--- src/hw/avr_pkg.sv ---
/*
 * avr core package
 * widths, stage and instruction encodings, ALU select, status flag positions
 * and the decoded instruction and register write structs
 */
`default_nettype none

package avr_pkg;

    localparam int instr_width     = 16;
    localparam int data_width      = 8;
    localparam int pc_width        = 10;  // 1k instruction words
    localparam int reg_addr_width  = 4;
    localparam int port_addr_width = 6;
    localparam int reg_count       = 16;

    // one cycle each, wraps WB -> IF
    typedef enum logic [1:0] {
        stage_if = 2'd0,
        stage_id = 2'd1,
        stage_ex = 2'd2,
        stage_wb = 2'd3
    } stage_t;

    // value equals the top nibble of the instruction word
    typedef enum logic [3:0] {
        type_nop     = 4'h0,
        type_ldi     = 4'h1,
        type_mov     = 4'h2,
        type_add     = 4'h3,
        type_adc     = 4'h4,
        type_sub     = 4'h5,
        type_and     = 4'h6,
        type_or      = 4'h7,
        type_eor     = 4'h8,
        type_cp      = 4'h9,
        type_rjmp    = 4'ha,
        type_breq    = 4'hb,
        type_brne    = 4'hc,
        type_out     = 4'hd,
        type_illegal = 4'hf  // 4'he lands here too
    } instr_type_t;

    typedef enum logic [3:0] {
        op_none = 4'd0,
        op_add  = 4'd1,
        op_adc  = 4'd2,
        op_sub  = 4'd3,
        op_and  = 4'd4,
        op_or   = 4'd5,
        op_eor  = 4'd6,
        op_cp   = 4'd7,
        op_pass = 4'd8
    } opsel_t;

    // status register bit positions, AVR layout
    localparam int flag_c = 0;
    localparam int flag_z = 1;
    localparam int flag_n = 2;
    localparam int flag_v = 3;

    typedef struct packed {
        logic uses_alu;
        logic writes_reg;
        logic is_branch;
        logic is_out;
    } group_t;

    typedef struct packed {
        instr_type_t                 itype;
        logic [reg_addr_width-1:0]   rd;      // bits 11..8
        logic [reg_addr_width-1:0]   rr;      // bits 7..4
        logic [data_width-1:0]       imm;     // bits 7..0
        logic signed [data_width-1:0] offset; // bits 7..0, branch distance
        logic [port_addr_width-1:0]  port;    // bits 5..0
        group_t                      group;
    } decoded_t;

    typedef struct packed {
        logic                      we;
        logic [reg_addr_width-1:0] index;
        logic [data_width-1:0]     data;
    } reg_write_t;

endpackage

`default_nettype wire

--- src/hw/decode_unit.sv ---
/*
 * instruction decoder
 * splits the buffered instruction word into fields, maps the top nibble
 * to an instruction type and sets the group flags used by the control unit
 */
`timescale 1ns/1ps
`default_nettype none

module decode_unit (
    input  wire logic [avr_pkg::instr_width-1:0] instr,
    output avr_pkg::decoded_t                    decoded
);

    avr_pkg::instr_type_t itype;

    // unused opcode 4'he executes as a NOP
    always_comb begin
        if (instr[15:12] == 4'he) begin
            itype = avr_pkg::type_illegal;
        end else begin
            itype = avr_pkg::instr_type_t'(instr[15:12]);
        end
    end

    always_comb begin
        decoded.itype  = itype;
        decoded.rd     = instr[11:8];
        decoded.rr     = instr[7:4];
        decoded.imm    = instr[7:0];
        decoded.offset = instr[7:0];
        decoded.port   = instr[5:0];

        // everything that goes through the ALU, MOV included (pass)
        decoded.group.uses_alu = itype inside {
            avr_pkg::type_mov, avr_pkg::type_add, avr_pkg::type_adc,
            avr_pkg::type_sub, avr_pkg::type_and, avr_pkg::type_or,
            avr_pkg::type_eor, avr_pkg::type_cp
        };

        // CP is missing on purpose, flags only
        decoded.group.writes_reg = itype inside {
            avr_pkg::type_ldi, avr_pkg::type_mov, avr_pkg::type_add,
            avr_pkg::type_adc, avr_pkg::type_sub, avr_pkg::type_and,
            avr_pkg::type_or, avr_pkg::type_eor
        };

        decoded.group.is_branch = itype inside {
            avr_pkg::type_rjmp, avr_pkg::type_breq, avr_pkg::type_brne
        };

        decoded.group.is_out = (itype == avr_pkg::type_out);
    end

endmodule

`default_nettype wire

--- src/hw/reg_file.sv ---
/*
 * register file
 * sixteen 8-bit registers, two combinational read ports, one clocked write port
 */
`timescale 1ns/1ps
`default_nettype none

module reg_file (
    input  wire logic                               clk,
    input  wire logic                               reset,
    input  wire logic [avr_pkg::reg_addr_width-1:0] rd_index,
    input  wire logic [avr_pkg::reg_addr_width-1:0] rr_index,
    output logic      [avr_pkg::data_width-1:0]     rd_value,
    output logic      [avr_pkg::data_width-1:0]     rr_value,
    input  avr_pkg::reg_write_t                     reg_write
);

    logic [avr_pkg::data_width-1:0] regs [avr_pkg::reg_count];

    always_ff @(posedge clk or posedge reset) begin
        if (reset) begin
            for (int i = 0; i < avr_pkg::reg_count; i++) begin
                regs[i] <= '0;
            end
        end else if (reg_write.we) begin
            regs[reg_write.index] <= reg_write.data;
        end
    end

    // no bypass, writes land in WB and reads happen in the next ID
    assign rd_value = regs[rd_index];
    assign rr_value = regs[rr_index];

endmodule

`default_nettype wire

--- src/hw/alu.sv ---
/*
 * 8-bit ALU
 * add, add with carry, subtract, compare, logic ops and pass,
 * with C, Z, N and V updated after AVR rules
 */
`timescale 1ns/1ps
`default_nettype none

module alu (
    input  wire logic                           enable,
    input  avr_pkg::opsel_t                     opsel,
    input  wire logic [avr_pkg::data_width-1:0] a,
    input  wire logic [avr_pkg::data_width-1:0] b,
    input  wire logic [avr_pkg::data_width-1:0] flags_in,
    output logic      [avr_pkg::data_width-1:0] result,
    output logic      [avr_pkg::data_width-1:0] flags_out
);

    logic [avr_pkg::data_width:0]   wide;  // msb is carry or borrow
    logic [avr_pkg::data_width-1:0] res;
    logic                           logic_op;
    logic                           is_sub;
    logic                           update;
    logic                           sign_a;
    logic                           sign_b;
    logic                           sign_r;
    logic                           ovf;

    always_comb begin
        wide     = '0;
        logic_op = 1'b0;
        update   = 1'b1;
        case (opsel)
            avr_pkg::op_add: wide = {1'b0, a} + {1'b0, b};
            avr_pkg::op_adc: wide = {1'b0, a} + {1'b0, b} + flags_in[avr_pkg::flag_c];
            avr_pkg::op_sub,
            avr_pkg::op_cp: wide = {1'b0, a} - {1'b0, b};  // msb set when a < b
            avr_pkg::op_and: begin
                wide     = {1'b0, a & b};
                logic_op = 1'b1;
            end
            avr_pkg::op_or: begin
                wide     = {1'b0, a | b};
                logic_op = 1'b1;
            end
            avr_pkg::op_eor: begin
                wide     = {1'b0, a ^ b};
                logic_op = 1'b1;
            end
            avr_pkg::op_pass: begin
                wide   = {1'b0, b};  // MOV, flags untouched
                update = 1'b0;
            end
            default: update = 1'b0;
        endcase
    end

    assign res    = wide[avr_pkg::data_width-1:0];
    assign is_sub = opsel inside {avr_pkg::op_sub, avr_pkg::op_cp};
    assign sign_a = a[avr_pkg::data_width-1];
    assign sign_b = b[avr_pkg::data_width-1];
    assign sign_r = res[avr_pkg::data_width-1];
    // two's complement overflow, operand signs differ for subtract
    assign ovf    = (is_sub ? (sign_a ^ sign_b) : ~(sign_a ^ sign_b)) & (sign_r ^ sign_a);

    always_comb begin
        flags_out = flags_in;
        if (enable && update) begin
            flags_out[avr_pkg::flag_z] = (res == '0);
            flags_out[avr_pkg::flag_n] = sign_r;
            if (logic_op) begin
                flags_out[avr_pkg::flag_v] = 1'b0;  // C kept
            end else begin
                flags_out[avr_pkg::flag_c] = wide[avr_pkg::data_width];
                flags_out[avr_pkg::flag_v] = ovf;
            end
        end
    end

    assign result = enable ? res : '0;

endmodule

`default_nettype wire

--- src/hw/control_unit.sv ---
/*
 * control unit
 * steps IF, ID, EX, WB, holds the program counter, status register and the
 * instruction, operand and ALU buffers, and drives writeback and port writes
 */
`timescale 1ns/1ps
`default_nettype none

module control_unit (
    input  wire logic                                clk,
    input  wire logic                                reset,
    // program ROM
    output logic      [avr_pkg::pc_width-1:0]        prog_addr,
    input  wire logic [avr_pkg::instr_width-1:0]     prog_data,
    // decoder
    output logic      [avr_pkg::instr_width-1:0]     instr,
    input  avr_pkg::decoded_t                        decoded,
    // register file
    output logic      [avr_pkg::reg_addr_width-1:0]  rd_index,
    output logic      [avr_pkg::reg_addr_width-1:0]  rr_index,
    input  wire logic [avr_pkg::data_width-1:0]      rd_value,
    input  wire logic [avr_pkg::data_width-1:0]      rr_value,
    output avr_pkg::reg_write_t                      reg_write,
    // ALU
    output logic                                     alu_enable,
    output avr_pkg::opsel_t                          alu_opsel,
    output logic      [avr_pkg::data_width-1:0]      alu_a,
    output logic      [avr_pkg::data_width-1:0]      alu_b,
    output logic      [avr_pkg::data_width-1:0]      alu_flags_in,
    input  wire logic [avr_pkg::data_width-1:0]      alu_result,
    input  wire logic [avr_pkg::data_width-1:0]      alu_flags_out,
    // output port
    output logic                                     port_we,
    output logic      [avr_pkg::port_addr_width-1:0] port_addr,
    output logic      [avr_pkg::data_width-1:0]      port_data
);

    avr_pkg::stage_t                stage;
    logic [avr_pkg::pc_width-1:0]   pc;
    logic [avr_pkg::instr_width-1:0] instr_buf;
    logic [avr_pkg::data_width-1:0] op_a;     // rd value
    logic [avr_pkg::data_width-1:0] op_b;     // rr value or LDI immediate
    logic [avr_pkg::data_width-1:0] alu_buf;
    logic [avr_pkg::data_width-1:0] sreg;
    logic [avr_pkg::pc_width-1:0]   offset_ext;
    logic                           taken;

    // two-bit counter, wraps from WB back to IF
    always_ff @(posedge clk or posedge reset) begin
        if (reset) begin
            stage <= avr_pkg::stage_if;
        end else begin
            stage <= avr_pkg::stage_t'(stage + 2'd1);
        end
    end

    always_ff @(posedge clk or posedge reset) begin
        if (reset) begin
            instr_buf <= '0;
        end else if (stage == avr_pkg::stage_if) begin
            instr_buf <= prog_data;
        end
    end

    always_ff @(posedge clk or posedge reset) begin
        if (reset) begin
            op_a <= '0;
            op_b <= '0;
        end else if (stage == avr_pkg::stage_id) begin
            op_a <= rd_value;
            if (decoded.itype == avr_pkg::type_ldi) begin
                op_b <= decoded.imm;
            end else begin
                op_b <= rr_value;
            end
        end
    end

    always_ff @(posedge clk or posedge reset) begin
        if (reset) begin
            alu_buf <= '0;
            sreg    <= '0;
        end else if (stage == avr_pkg::stage_ex) begin
            alu_buf <= alu_result;
            if (decoded.group.uses_alu) begin
                sreg <= alu_flags_out;
            end
        end
    end

    // branch decision on Z, RJMP always goes
    always_comb begin
        case (decoded.itype)
            avr_pkg::type_breq: taken = sreg[avr_pkg::flag_z];
            avr_pkg::type_brne: taken = !sreg[avr_pkg::flag_z];
            default:            taken = 1'b1;
        endcase
        taken = taken && decoded.group.is_branch;
    end

    assign offset_ext = {{(avr_pkg::pc_width - avr_pkg::data_width){decoded.offset[7]}},
                         decoded.offset};

    // offset added in EX, the WB increment follows, so target is pc + k + 1
    always_ff @(posedge clk or posedge reset) begin
        if (reset) begin
            pc <= '0;
        end else if (stage == avr_pkg::stage_ex && taken) begin
            pc <= pc + offset_ext;
        end else if (stage == avr_pkg::stage_wb) begin
            pc <= pc + 1'b1;
        end
    end

    always_comb begin
        case (decoded.itype)
            avr_pkg::type_add: alu_opsel = avr_pkg::op_add;
            avr_pkg::type_adc: alu_opsel = avr_pkg::op_adc;
            avr_pkg::type_sub: alu_opsel = avr_pkg::op_sub;
            avr_pkg::type_and: alu_opsel = avr_pkg::op_and;
            avr_pkg::type_or:  alu_opsel = avr_pkg::op_or;
            avr_pkg::type_eor: alu_opsel = avr_pkg::op_eor;
            avr_pkg::type_cp:  alu_opsel = avr_pkg::op_cp;    // subtract, no writeback
            avr_pkg::type_mov: alu_opsel = avr_pkg::op_pass;
            default:           alu_opsel = avr_pkg::op_none;
        endcase
        if (!alu_enable) begin
            alu_opsel = avr_pkg::op_none;
        end
    end

    assign alu_enable   = (stage == avr_pkg::stage_ex) && decoded.group.uses_alu;
    assign alu_a        = op_a;
    assign alu_b        = op_b;
    assign alu_flags_in = sreg;

    always_comb begin
        reg_write.we    = (stage == avr_pkg::stage_wb) && decoded.group.writes_reg;
        reg_write.index = decoded.rd;
        reg_write.data  = (decoded.itype == avr_pkg::type_ldi) ? op_b : alu_buf;
    end

    // OUT sends rd, one cycle strobe in WB
    assign port_we   = (stage == avr_pkg::stage_wb) && decoded.group.is_out;
    assign port_addr = decoded.port;
    assign port_data = op_a;

    assign prog_addr = pc;
    assign instr     = instr_buf;
    assign rd_index  = decoded.rd;
    assign rr_index  = decoded.rr;

endmodule

`default_nettype wire

--- src/hw/avr_core.sv ---
/*
 * avr core top level
 * ties the control unit to the decoder, register file and ALU
 */
`timescale 1ns/1ps
`default_nettype none

module avr_core (
    input  wire logic                                clk,
    input  wire logic                                reset,
    output logic      [avr_pkg::pc_width-1:0]        prog_addr,
    input  wire logic [avr_pkg::instr_width-1:0]     prog_data,
    output logic                                     port_we,
    output logic      [avr_pkg::port_addr_width-1:0] port_addr,
    output logic      [avr_pkg::data_width-1:0]      port_data
);

    logic [avr_pkg::instr_width-1:0]    instr;
    avr_pkg::decoded_t                  decoded;
    logic [avr_pkg::reg_addr_width-1:0] rd_index;
    logic [avr_pkg::reg_addr_width-1:0] rr_index;
    logic [avr_pkg::data_width-1:0]     rd_value;
    logic [avr_pkg::data_width-1:0]     rr_value;
    avr_pkg::reg_write_t                reg_write;
    logic                               alu_enable;
    avr_pkg::opsel_t                    alu_opsel;
    logic [avr_pkg::data_width-1:0]     alu_a;
    logic [avr_pkg::data_width-1:0]     alu_b;
    logic [avr_pkg::data_width-1:0]     alu_flags_in;
    logic [avr_pkg::data_width-1:0]     alu_result;
    logic [avr_pkg::data_width-1:0]     alu_flags_out;

    control_unit i_control_unit (
        .clk          (clk),
        .reset        (reset),
        .prog_addr    (prog_addr),
        .prog_data    (prog_data),
        .instr        (instr),
        .decoded      (decoded),
        .rd_index     (rd_index),
        .rr_index     (rr_index),
        .rd_value     (rd_value),
        .rr_value     (rr_value),
        .reg_write    (reg_write),
        .alu_enable   (alu_enable),
        .alu_opsel    (alu_opsel),
        .alu_a        (alu_a),
        .alu_b        (alu_b),
        .alu_flags_in (alu_flags_in),
        .alu_result   (alu_result),
        .alu_flags_out(alu_flags_out),
        .port_we      (port_we),
        .port_addr    (port_addr),
        .port_data    (port_data)
    );

    decode_unit i_decode_unit (
        .instr  (instr),
        .decoded(decoded)
    );

    reg_file i_reg_file (
        .clk      (clk),
        .reset    (reset),
        .rd_index (rd_index),
        .rr_index (rr_index),
        .rd_value (rd_value),
        .rr_value (rr_value),
        .reg_write(reg_write)
    );

    alu i_alu (
        .enable   (alu_enable),
        .opsel    (alu_opsel),
        .a        (alu_a),
        .b        (alu_b),
        .flags_in (alu_flags_in),
        .result   (alu_result),
        .flags_out(alu_flags_out)
    );

endmodule

`default_nettype wire

--- config.mk ---
export PLATFORM = sky130hd
export DESIGN_NAME = avr_core
export DESIGN_NICKNAME = d
export VERILOG_FILES = /design/src/hw/avr_pkg.sv /design/src/hw/decode_unit.sv /design/src/hw/reg_file.sv /design/src/hw/alu.sv /design/src/hw/control_unit.sv /design/src/hw/avr_core.sv
export SDC_FILE = /design/constraint.sdc
export NUM_CORES = 1
export LEC_CHECK = 0
export BUFFER_PORTS_ARGS = -buffer_cell sky130_fd_sc_hd__buf_2
export CORE_MARGIN = 2
export CORE_UTILIZATION = 35
export CTS_CLUSTER_DIAMETER = 150
export DETAILED_ROUTE_END_ITERATION = 12
export PLACE_DENSITY_LB_ADDON = 0.25
export SYNTH_ARGS = -nofsm -noshare
export SYNTH_HDL_FRONTEND = slang
export SYNTH_SLANG_ARGS = --single-unit
--- constraint.sdc ---
create_clock -name clk -period 15 [get_ports clk]
set_input_delay 3 -clock clk [delete_from_list [all_inputs] [get_ports clk]]
set_output_delay 3 -clock clk [all_outputs]
set_load 0.03 [all_outputs]
==> flow_summary_export.csv, run 1 <==
group,metric,value,unit
status,status,"complete, no violations",
worst_setup_path,crit_type,"register to output port",
worst_setup_path,reg2reg_from,"i_control_unit.stage[0]$_DFF_PP0_",
clocking,cts_buffers,17,
floorplan,start_util,35.7,%
worst_setup_path,startpoint,"i_control_unit.instr[15]$_DFFE_PP0N_",
power_and_ir_drop,finalPower,0.00154,W
detailed_routing,drt_wl_total,29100,µm
power_and_ir_drop,p_per_area,130,nW/µm²
logic_synthesis,synth_edf_count,0,
sta,relSlewSlack,17.5,%
clocking,clock_latency,0.44,ns
worst_hold_path,hp-class,"register to register",
grt,gr-usage-all-layers,19.5,%
placement,hpwl,19200,µm
detailed_routing,drc_errors,0,
worst_hold_path,holdPathStages,1,
detailed_routing,ant_nets,0,
grt,grt_pass1_vias,7829,
logic_synthesis,synth_async_sr_flop_share,100,%
worst_setup_path,worstPathArrival,1.62,ns
final_layout,area_delta_synth_final,10.8,%
clocking,cts_max_path_buffers,2,
sta,clock_skew,0.0120,ns
detailed_routing,wl_per_cell,20.6,µm
worst_hold_path,min_to,"i_control_unit.prog_addr[9]$_DFFE_PP0P_",
clocking,h-tree-depth,4,
floorplan,dieArea,31800,µm²
clocking,cts_resized,0,
logic_synthesis,yosysUniqueCellTypes,72,
logic_synthesis,synth-seq-cells,182,
worst_setup_path,critical_path_required,12.00,ns
worst_hold_path,hold_start,"i_control_unit.prog_addr[9]$_DFFE_PP0P_",
placement,gp_congestion,0.872,
final_layout,stdcell_area,11800,µm²
grt,overflow,0,
final_layout,nNetsFinal,1071,
grt,antenna_found_initial,0,
sta,fin_tns_setup,0,ns
sta,rsz0062_at_grt,"false",
placement,io_buffers,42,
power_and_ir_drop,ir_drop,0.0000818,V
logic_synthesis,synth.top_cells.by_area,"dfrtp_1 (43%), mux4_2 (15%), a21oi_1 (5.8%)",
clocking,clockRootBuffer,"clkbuf_16",
logic_synthesis,synth_area_leader_cell,"dfrtp_1",
detailed_routing,vias_per_cell,5.53,
logic_synthesis,ys_warn_count,0,
sta,hold_viol,0,
worst_setup_path,cp-start-kind,"register",
worst_setup_path,cp_max_fo,16,
detailed_routing,first_iter_violations,600,
power_and_ir_drop,p_leak,4.98,nW
logic_synthesis,synth_top_cell_area_share,42.8,%
floorplan,rows,63,
worst_setup_path,r2r-end,"i_control_unit.prog_addr[7]$_DFFE_PP0P_",
logic_synthesis,syn_area_per_cell,10.6,µm²
sta,period_minus_slack,4.62,ns
detailed_routing,first_pass_iters,5,
worst_setup_path,ff2ff_setup_slack,11.37,ns
logic_synthesis,synth_flop_cell,"dfrtp_1",
run,maxCapViolations,0,
final_layout,num_antenna_cells,0,
logic_synthesis,synth_area,10600,µm²
worst_setup_path,r2r_cells,12,
logic_synthesis,synthCells,1003,
logic_synthesis,synth.net_count,1063,
sta,tightest_slew,1.24,ns
final_layout,fill_cells,2976,
logic_synthesis,seq_area_frac_synth,42.8,%
floorplan,die_height,178,µm
clocking,cts_setup_buffers,0,
sta,period_share,30.8,%
clocking,cts_tree,"yes",
clocking,cts.clk_slew.worst_paths,0.07,ns
placement,placed_area,11200,µm²
clocking,hold_buffers,0,
grt,grt_max_degree,107,
worst_setup_path,critPathCaptureType,"output port",
floorplan,core_area,29800,µm²
detailed_routing,vias,7814,
clocking,cts_sinks,182,
sta,finalSetupViolations,0,
floorplan,io_pins,43,
final_layout,utilization,39.6,%
sta,finalMaxSlewViolations,0,
grt,grt_pass1_wl,46800,µm
floorplan,dieWidth,178,µm
sta,fmax,216,MHz
final_layout,drive_gt1_share,21.6,%
==> flip-flops by register name (all words and copies together), names as in the netlist <==
register,flops
i_control_unit.instr,16
i_control_unit.alu_buf,8
i_control_unit.alu_flags_in,2
i_control_unit.prog_addr,10
i_control_unit.stage,2
i_control_unit.alu_a,8
i_reg_file.regs,128
i_control_unit.alu_b,8
==> cells in the final DEF, fill, tap and decap left out, types with 5 or more instances in the layout <==
cell / synthesis / layout
a22oi_1: 6 / 6
nor2_1: 120 / 120
o21bai_1: 6 / 6
nand2_1: 69 / 69
xor2_1: 9 / 9
buf_4: 7 / 24
nand2b_1: 11 / 11
nor3_1: 9 / 9
dfrtp_1: 182 / 180
o31ai_1: 5 / 5
nand3_1: 7 / 7
a21oi_1: 124 / 124
inv_1: 39 / 38
a211oi_1: 10 / 10
clkbuf_16: 0 / 17
clkinv_4: 0 / 5
o21ai_0: 79 / 79
mux2i_1: 10 / 10
buf_2: 23 / 42
xnor2_1: 11 / 11
ha_1: 39 / 39
nor2b_1: 6 / 6
mux4_2: 73 / 73
and2_1: 7 / 7
mux2_2: 21 / 21
or3_1: 6 / 6
==> worst max-delay path: stages (launching register included) <==
cell and delay (ns):
dfrtp_1 0.69, nand3_1 0.15, nor2_1 0.14, buf_2 0.21
==> cell type report <==
type,count,area [µm²],area share [%]
well taps,390,488,4.14
multi-input cells,705,5600,47.5
repair buffers,66,390,3.31
inverters,39,154,1.31
flip-flops and latches,182,4560,38.7
clock inverters,13,168,1.42
clock buffers,19,433,3.67
==> metrics by stage <==
step                setup WS, ns  hold slack (ns)  instances
floorplan                   7.06            0.461       1003
global placement           10.22            0.476       1382
detailed placement         10.23            0.489       1382
CTS                        10.38            0.504       1414
global route               10.29            0.507       1414
finish                     10.38            0.496       1414
==> worst max-delay path by stage <==
stage                                          end  slack (ns)  cells after the start
2_1_floorplan  i_control_unit.alu_a[0]$_DFFE_PP0N_        7.06                      1
3_5_place_dp   i_control_unit.alu_a[4]$_DFFE_PP0N_       10.23                      3
6_report                                   port_we       10.38                      3
3_3_place_gp   i_control_unit.alu_a[4]$_DFFE_PP0N_       10.22                      3
5_1_grt                                    port_we       10.29                      3
4_1_cts                                    port_we       10.38                      3
==> metal layers <==
| metal | global-route usage [%] | routed length [µm] |
|---|---|---|
| met4 | 5.66 | 558 |
| met1 | 28.6 | 13900 |
| met5 | 0 | 0 |
| met2 | 30.2 | 13500 |
| met3 | 2.75 | 1240 |
==> Yosys cell counts, types with 3 or more instances <==
library cell and number:
dfrtp_1 182, a21oi_1 124, nor2_1 120, o21ai_0 79, mux4_2 73, nand2_1 69
ha_1 39, inv_1 39, clkbuf_1 38, buf_2 23, mux2_2 21, nand2b_1 11
xnor2_1 11, a211oi_1 10, mux2i_1 10, nor3_1 9, xor2_1 9, buf_1 8
and2_1 7, buf_4 7, nand3_1 7, a22oi_1 6, nor2b_1 6, o21bai_1 6
or3_1 6, o31ai_1 5, or2_2 4, a2111oi_0 3, a211o_1 3, a211oi_2 3
fa_1 3, nor2_2 3, nor3b_1 3, nor3b_2 3, o2111a_1 3, o2111ai_1 3
o211ai_1 3, o2bb2ai_1 3
==> where the power goes <==
part	total, W	switching, W	internal [W]
sequential	0.000641	0.0000711	0.000570
combinational	0.000437	0.000252	0.000186
clock	0.000459	0.000221	0.000238
total	0.00154	0.000543	0.000994
==> kinds of logic (layout without fill, tap and decap cells) <==
| family | after synthesis | after routing | share of synthesized area (%) |
|---|---|---|---|
| and+or+nand+nor | 266 | 266 | 11.8 |
| xor gates and xnor gates | 20 | 20 | 1.65 |
| AOI/OAI and AO/OA | 273 | 273 | 15.3 |
| muxes | 104 | 104 | 18.6 |
| adders and majority gates | 42 | 42 | 5.15 |
| DFF | 182 | 182 | 42.8 |
| buffers and inverters | 116 | 137 | 4.68 |
Note: power is estimated with default switching activity, not from simulation.
==> run 2, diff against run 1 <==
- clock period: 15 -> 4.1 ns (I/O delays scaled with it)
==> flow_summary_export.csv, run 2 (synthesis results as in run 1) <==
group,metric,value,unit
worst_setup_path,worstPathArrival,3.77,ns
grt,gr-usage-all-layers,19.2,%
grt,overflow,0,
worst_setup_path,critical_path_required,4.43,ns
sta,relSlewSlack,28.5,%
run,maxCapViolations,0,
sta,fin_tns_setup,0,ns
power_and_ir_drop,p_leak,5.05,nW
grt,grt_util_met3,3.50,%
final_layout,final_common_cell,"dfrtp_1",
worst_setup_path,path_buf_inv,0,
detailed_routing,first_iter_violations,632,
clocking,cts_resized,0,
final_layout,fill_cells,2916,
floorplan,io_pins,43,
worst_setup_path,critPathCaptureType,"register",
detailed_routing,vias,7824,
sta,tightest_slew,1.07,ns
final_layout,drive_gt1_share,22.5,%
detailed_routing,drc_errors,0,
clocking,cts_setup_buffers,0,
clocking,cts_max_path_buffers,2,
worst_setup_path,crit_chain,"nand2b_1 -> o21ai_0 -> o2111a_1 -> and2_1 -> ha_1 -> a21o_1 -> a21oi_1 -> o21bai_1 -> a2111oi_0 -> nor2_1 -> xor2_1 -> mux2_2",
floorplan,core_area,29800,µm²
detailed_routing,vias_per_cell,5.49,
placement,hpwl,19900,µm
clocking,h-tree-depth,4,
floorplan,dieWidth,178,µm
sta,clock_skew,0.0142,ns
detailed_routing,wl_per_cell,20.3,µm
grt,groute.layer.met2.usage,30.2,%
final_layout,nNetsFinal,1081,
clocking,cts.clk_slew.worst_paths,0.08,ns
detailed_routing,drt_wl_total,28900,µm
grt,grt_pass1_vias,7506,
detailed_routing,first_pass_iters,6,
status,status,"complete, no violations",
sta,fmax,291,MHz
clocking,hold_buffers,0,
clocking,clockRootBuffer,"clkbuf_16",
power_and_ir_drop,p_per_area,479,nW/µm²
clocking,cts_tree,"yes",
worst_setup_path,critPathMaxStageDelay,0.53,ns
final_layout,num_antenna_cells,0,
sta,period_minus_slack,3.44,ns
placement,gp_congestion,0.853,
floorplan,start_util,35.7,%
grt,antenna_found_initial,0,
sta,rsz0062_at_grt,"false",
worst_hold_path,hp-class,"register to register",
detailed_routing,ant_nets,0,
clocking,clock_latency,0.45,ns
worst_setup_path,slowest_stage,"a2111oi_0",
sta,hold_viol,0,
sta,fin_hold_ws,0.485,ns
floorplan,rows,63,
final_layout,final_cell_mix,"dfrtp_1 (180), a21oi_1 (124), nor2_1 (119), o21ai_0 (79), mux4_2 (73)",
grt,grt_pass1_wl,45400,µm
worst_setup_path,cp-start-kind,"register",
clocking,cts_buffers,17,
grt,grt_max_degree,55,
final_layout,largest_register_ffs,128,
grt,gr-max-usage-layer,"met2",
sta,finalMaxSlewViolations,0,
floorplan,die_height,178,µm
floorplan,dieArea,31800,µm²
clocking,cts_sinks,182,
final_layout,top_register,"i_reg_file.regs",
worst_setup_path,crit_type,"register to register",
sta,period_share,83.9,%
sta,finalSetupViolations,0,
final_layout,area_delta_synth_final,12.1,%
placement,io_buffers,42,
grt,grtUsageMet1,27.4,%
worst_setup_path,cp_max_fo,11,
worst_setup_path,crit_family,"compound AO/OA/AOI/OAI gates",
power_and_ir_drop,ir_drop,0.000293,V
[run 2: layout make-up]
type / instances / area (µm²) / share of cell area [%]
Multi-Input combinational cell: 705 / 5600 / 46.9
Sequential cell: 182 / 4560 / 38.2
Timing Repair Buffer: 76 / 503 / 4.22
Tap cell: 390 / 488 / 4.09
Clock buffer: 17 / 425 / 3.57
Clock inverter: 15 / 206 / 1.73
Inverter: 39 / 150 / 1.26
[run 2: through the flow]
step / utilization, % / std cells / setup WS (ns) / area [µm²] / power [W]
after floorplan: - / 1003 / 0.943 / 10600 / 0.00352
after detailed placement: 37.9 / 1392 / 0.633 / 11300 / 0.00397
after global placement: 37.9 / 1392 / 0.618 / 11300 / 0.00395
after global routing: 40.0 / 1424 / 0.296 / 11900 / 0.00606
final: 40.0 / 1424 / 0.658 / 11900 / 0.00571
after CTS: 40.0 / 1424 / 0.616 / 11900 / 0.00575
[run 2: metal layers]
layer	up-vias	routed length [µm]
met5	-	0
met4	0	621
met3	35	1530
met2	224	13400
met1	3909	13300
li1	3656	-
[run 2: worst paths after layout]
check / startpoint / endpoint / slack (ns) / cells past startpoint
hold / removal: i_control_unit.prog_addr[9]$_DFFE_PP0P_ / i_control_unit.prog_addr[9]$_DFFE_PP0P_ / 0.49 / 1
setup reg to reg: i_control_unit.instr[13]$_DFFE_PP0N_ / i_control_unit.prog_addr[7]$_DFFE_PP0P_ / 0.66 / 12
max in group asynchronous: reset / i_reg_file.regs[49]$_DFFE_PP0P_ / 2.74 / 3
setup / recovery: i_control_unit.instr[13]$_DFFE_PP0N_ / i_control_unit.prog_addr[7]$_DFFE_PP0P_ / 0.66 / 12
min in group asynchronous: reset / i_reg_file.regs[67]$_DFFE_PP0P_ / 0.55 / 2
hold reg to reg: i_control_unit.prog_addr[9]$_DFFE_PP0P_ / i_control_unit.prog_addr[9]$_DFFE_PP0P_ / 0.49 / 1
[run 2: power breakdown]
group	internal (W)	switching, W	leakage (nW)	total (W)
clock network	0.000939	0.000828	0.307	0.00177
logic	0.000693	0.000898	2.40	0.00159
registers	0.00208	0.000269	2.35	0.00235
total	0.00372	0.00200	5.05	0.00571
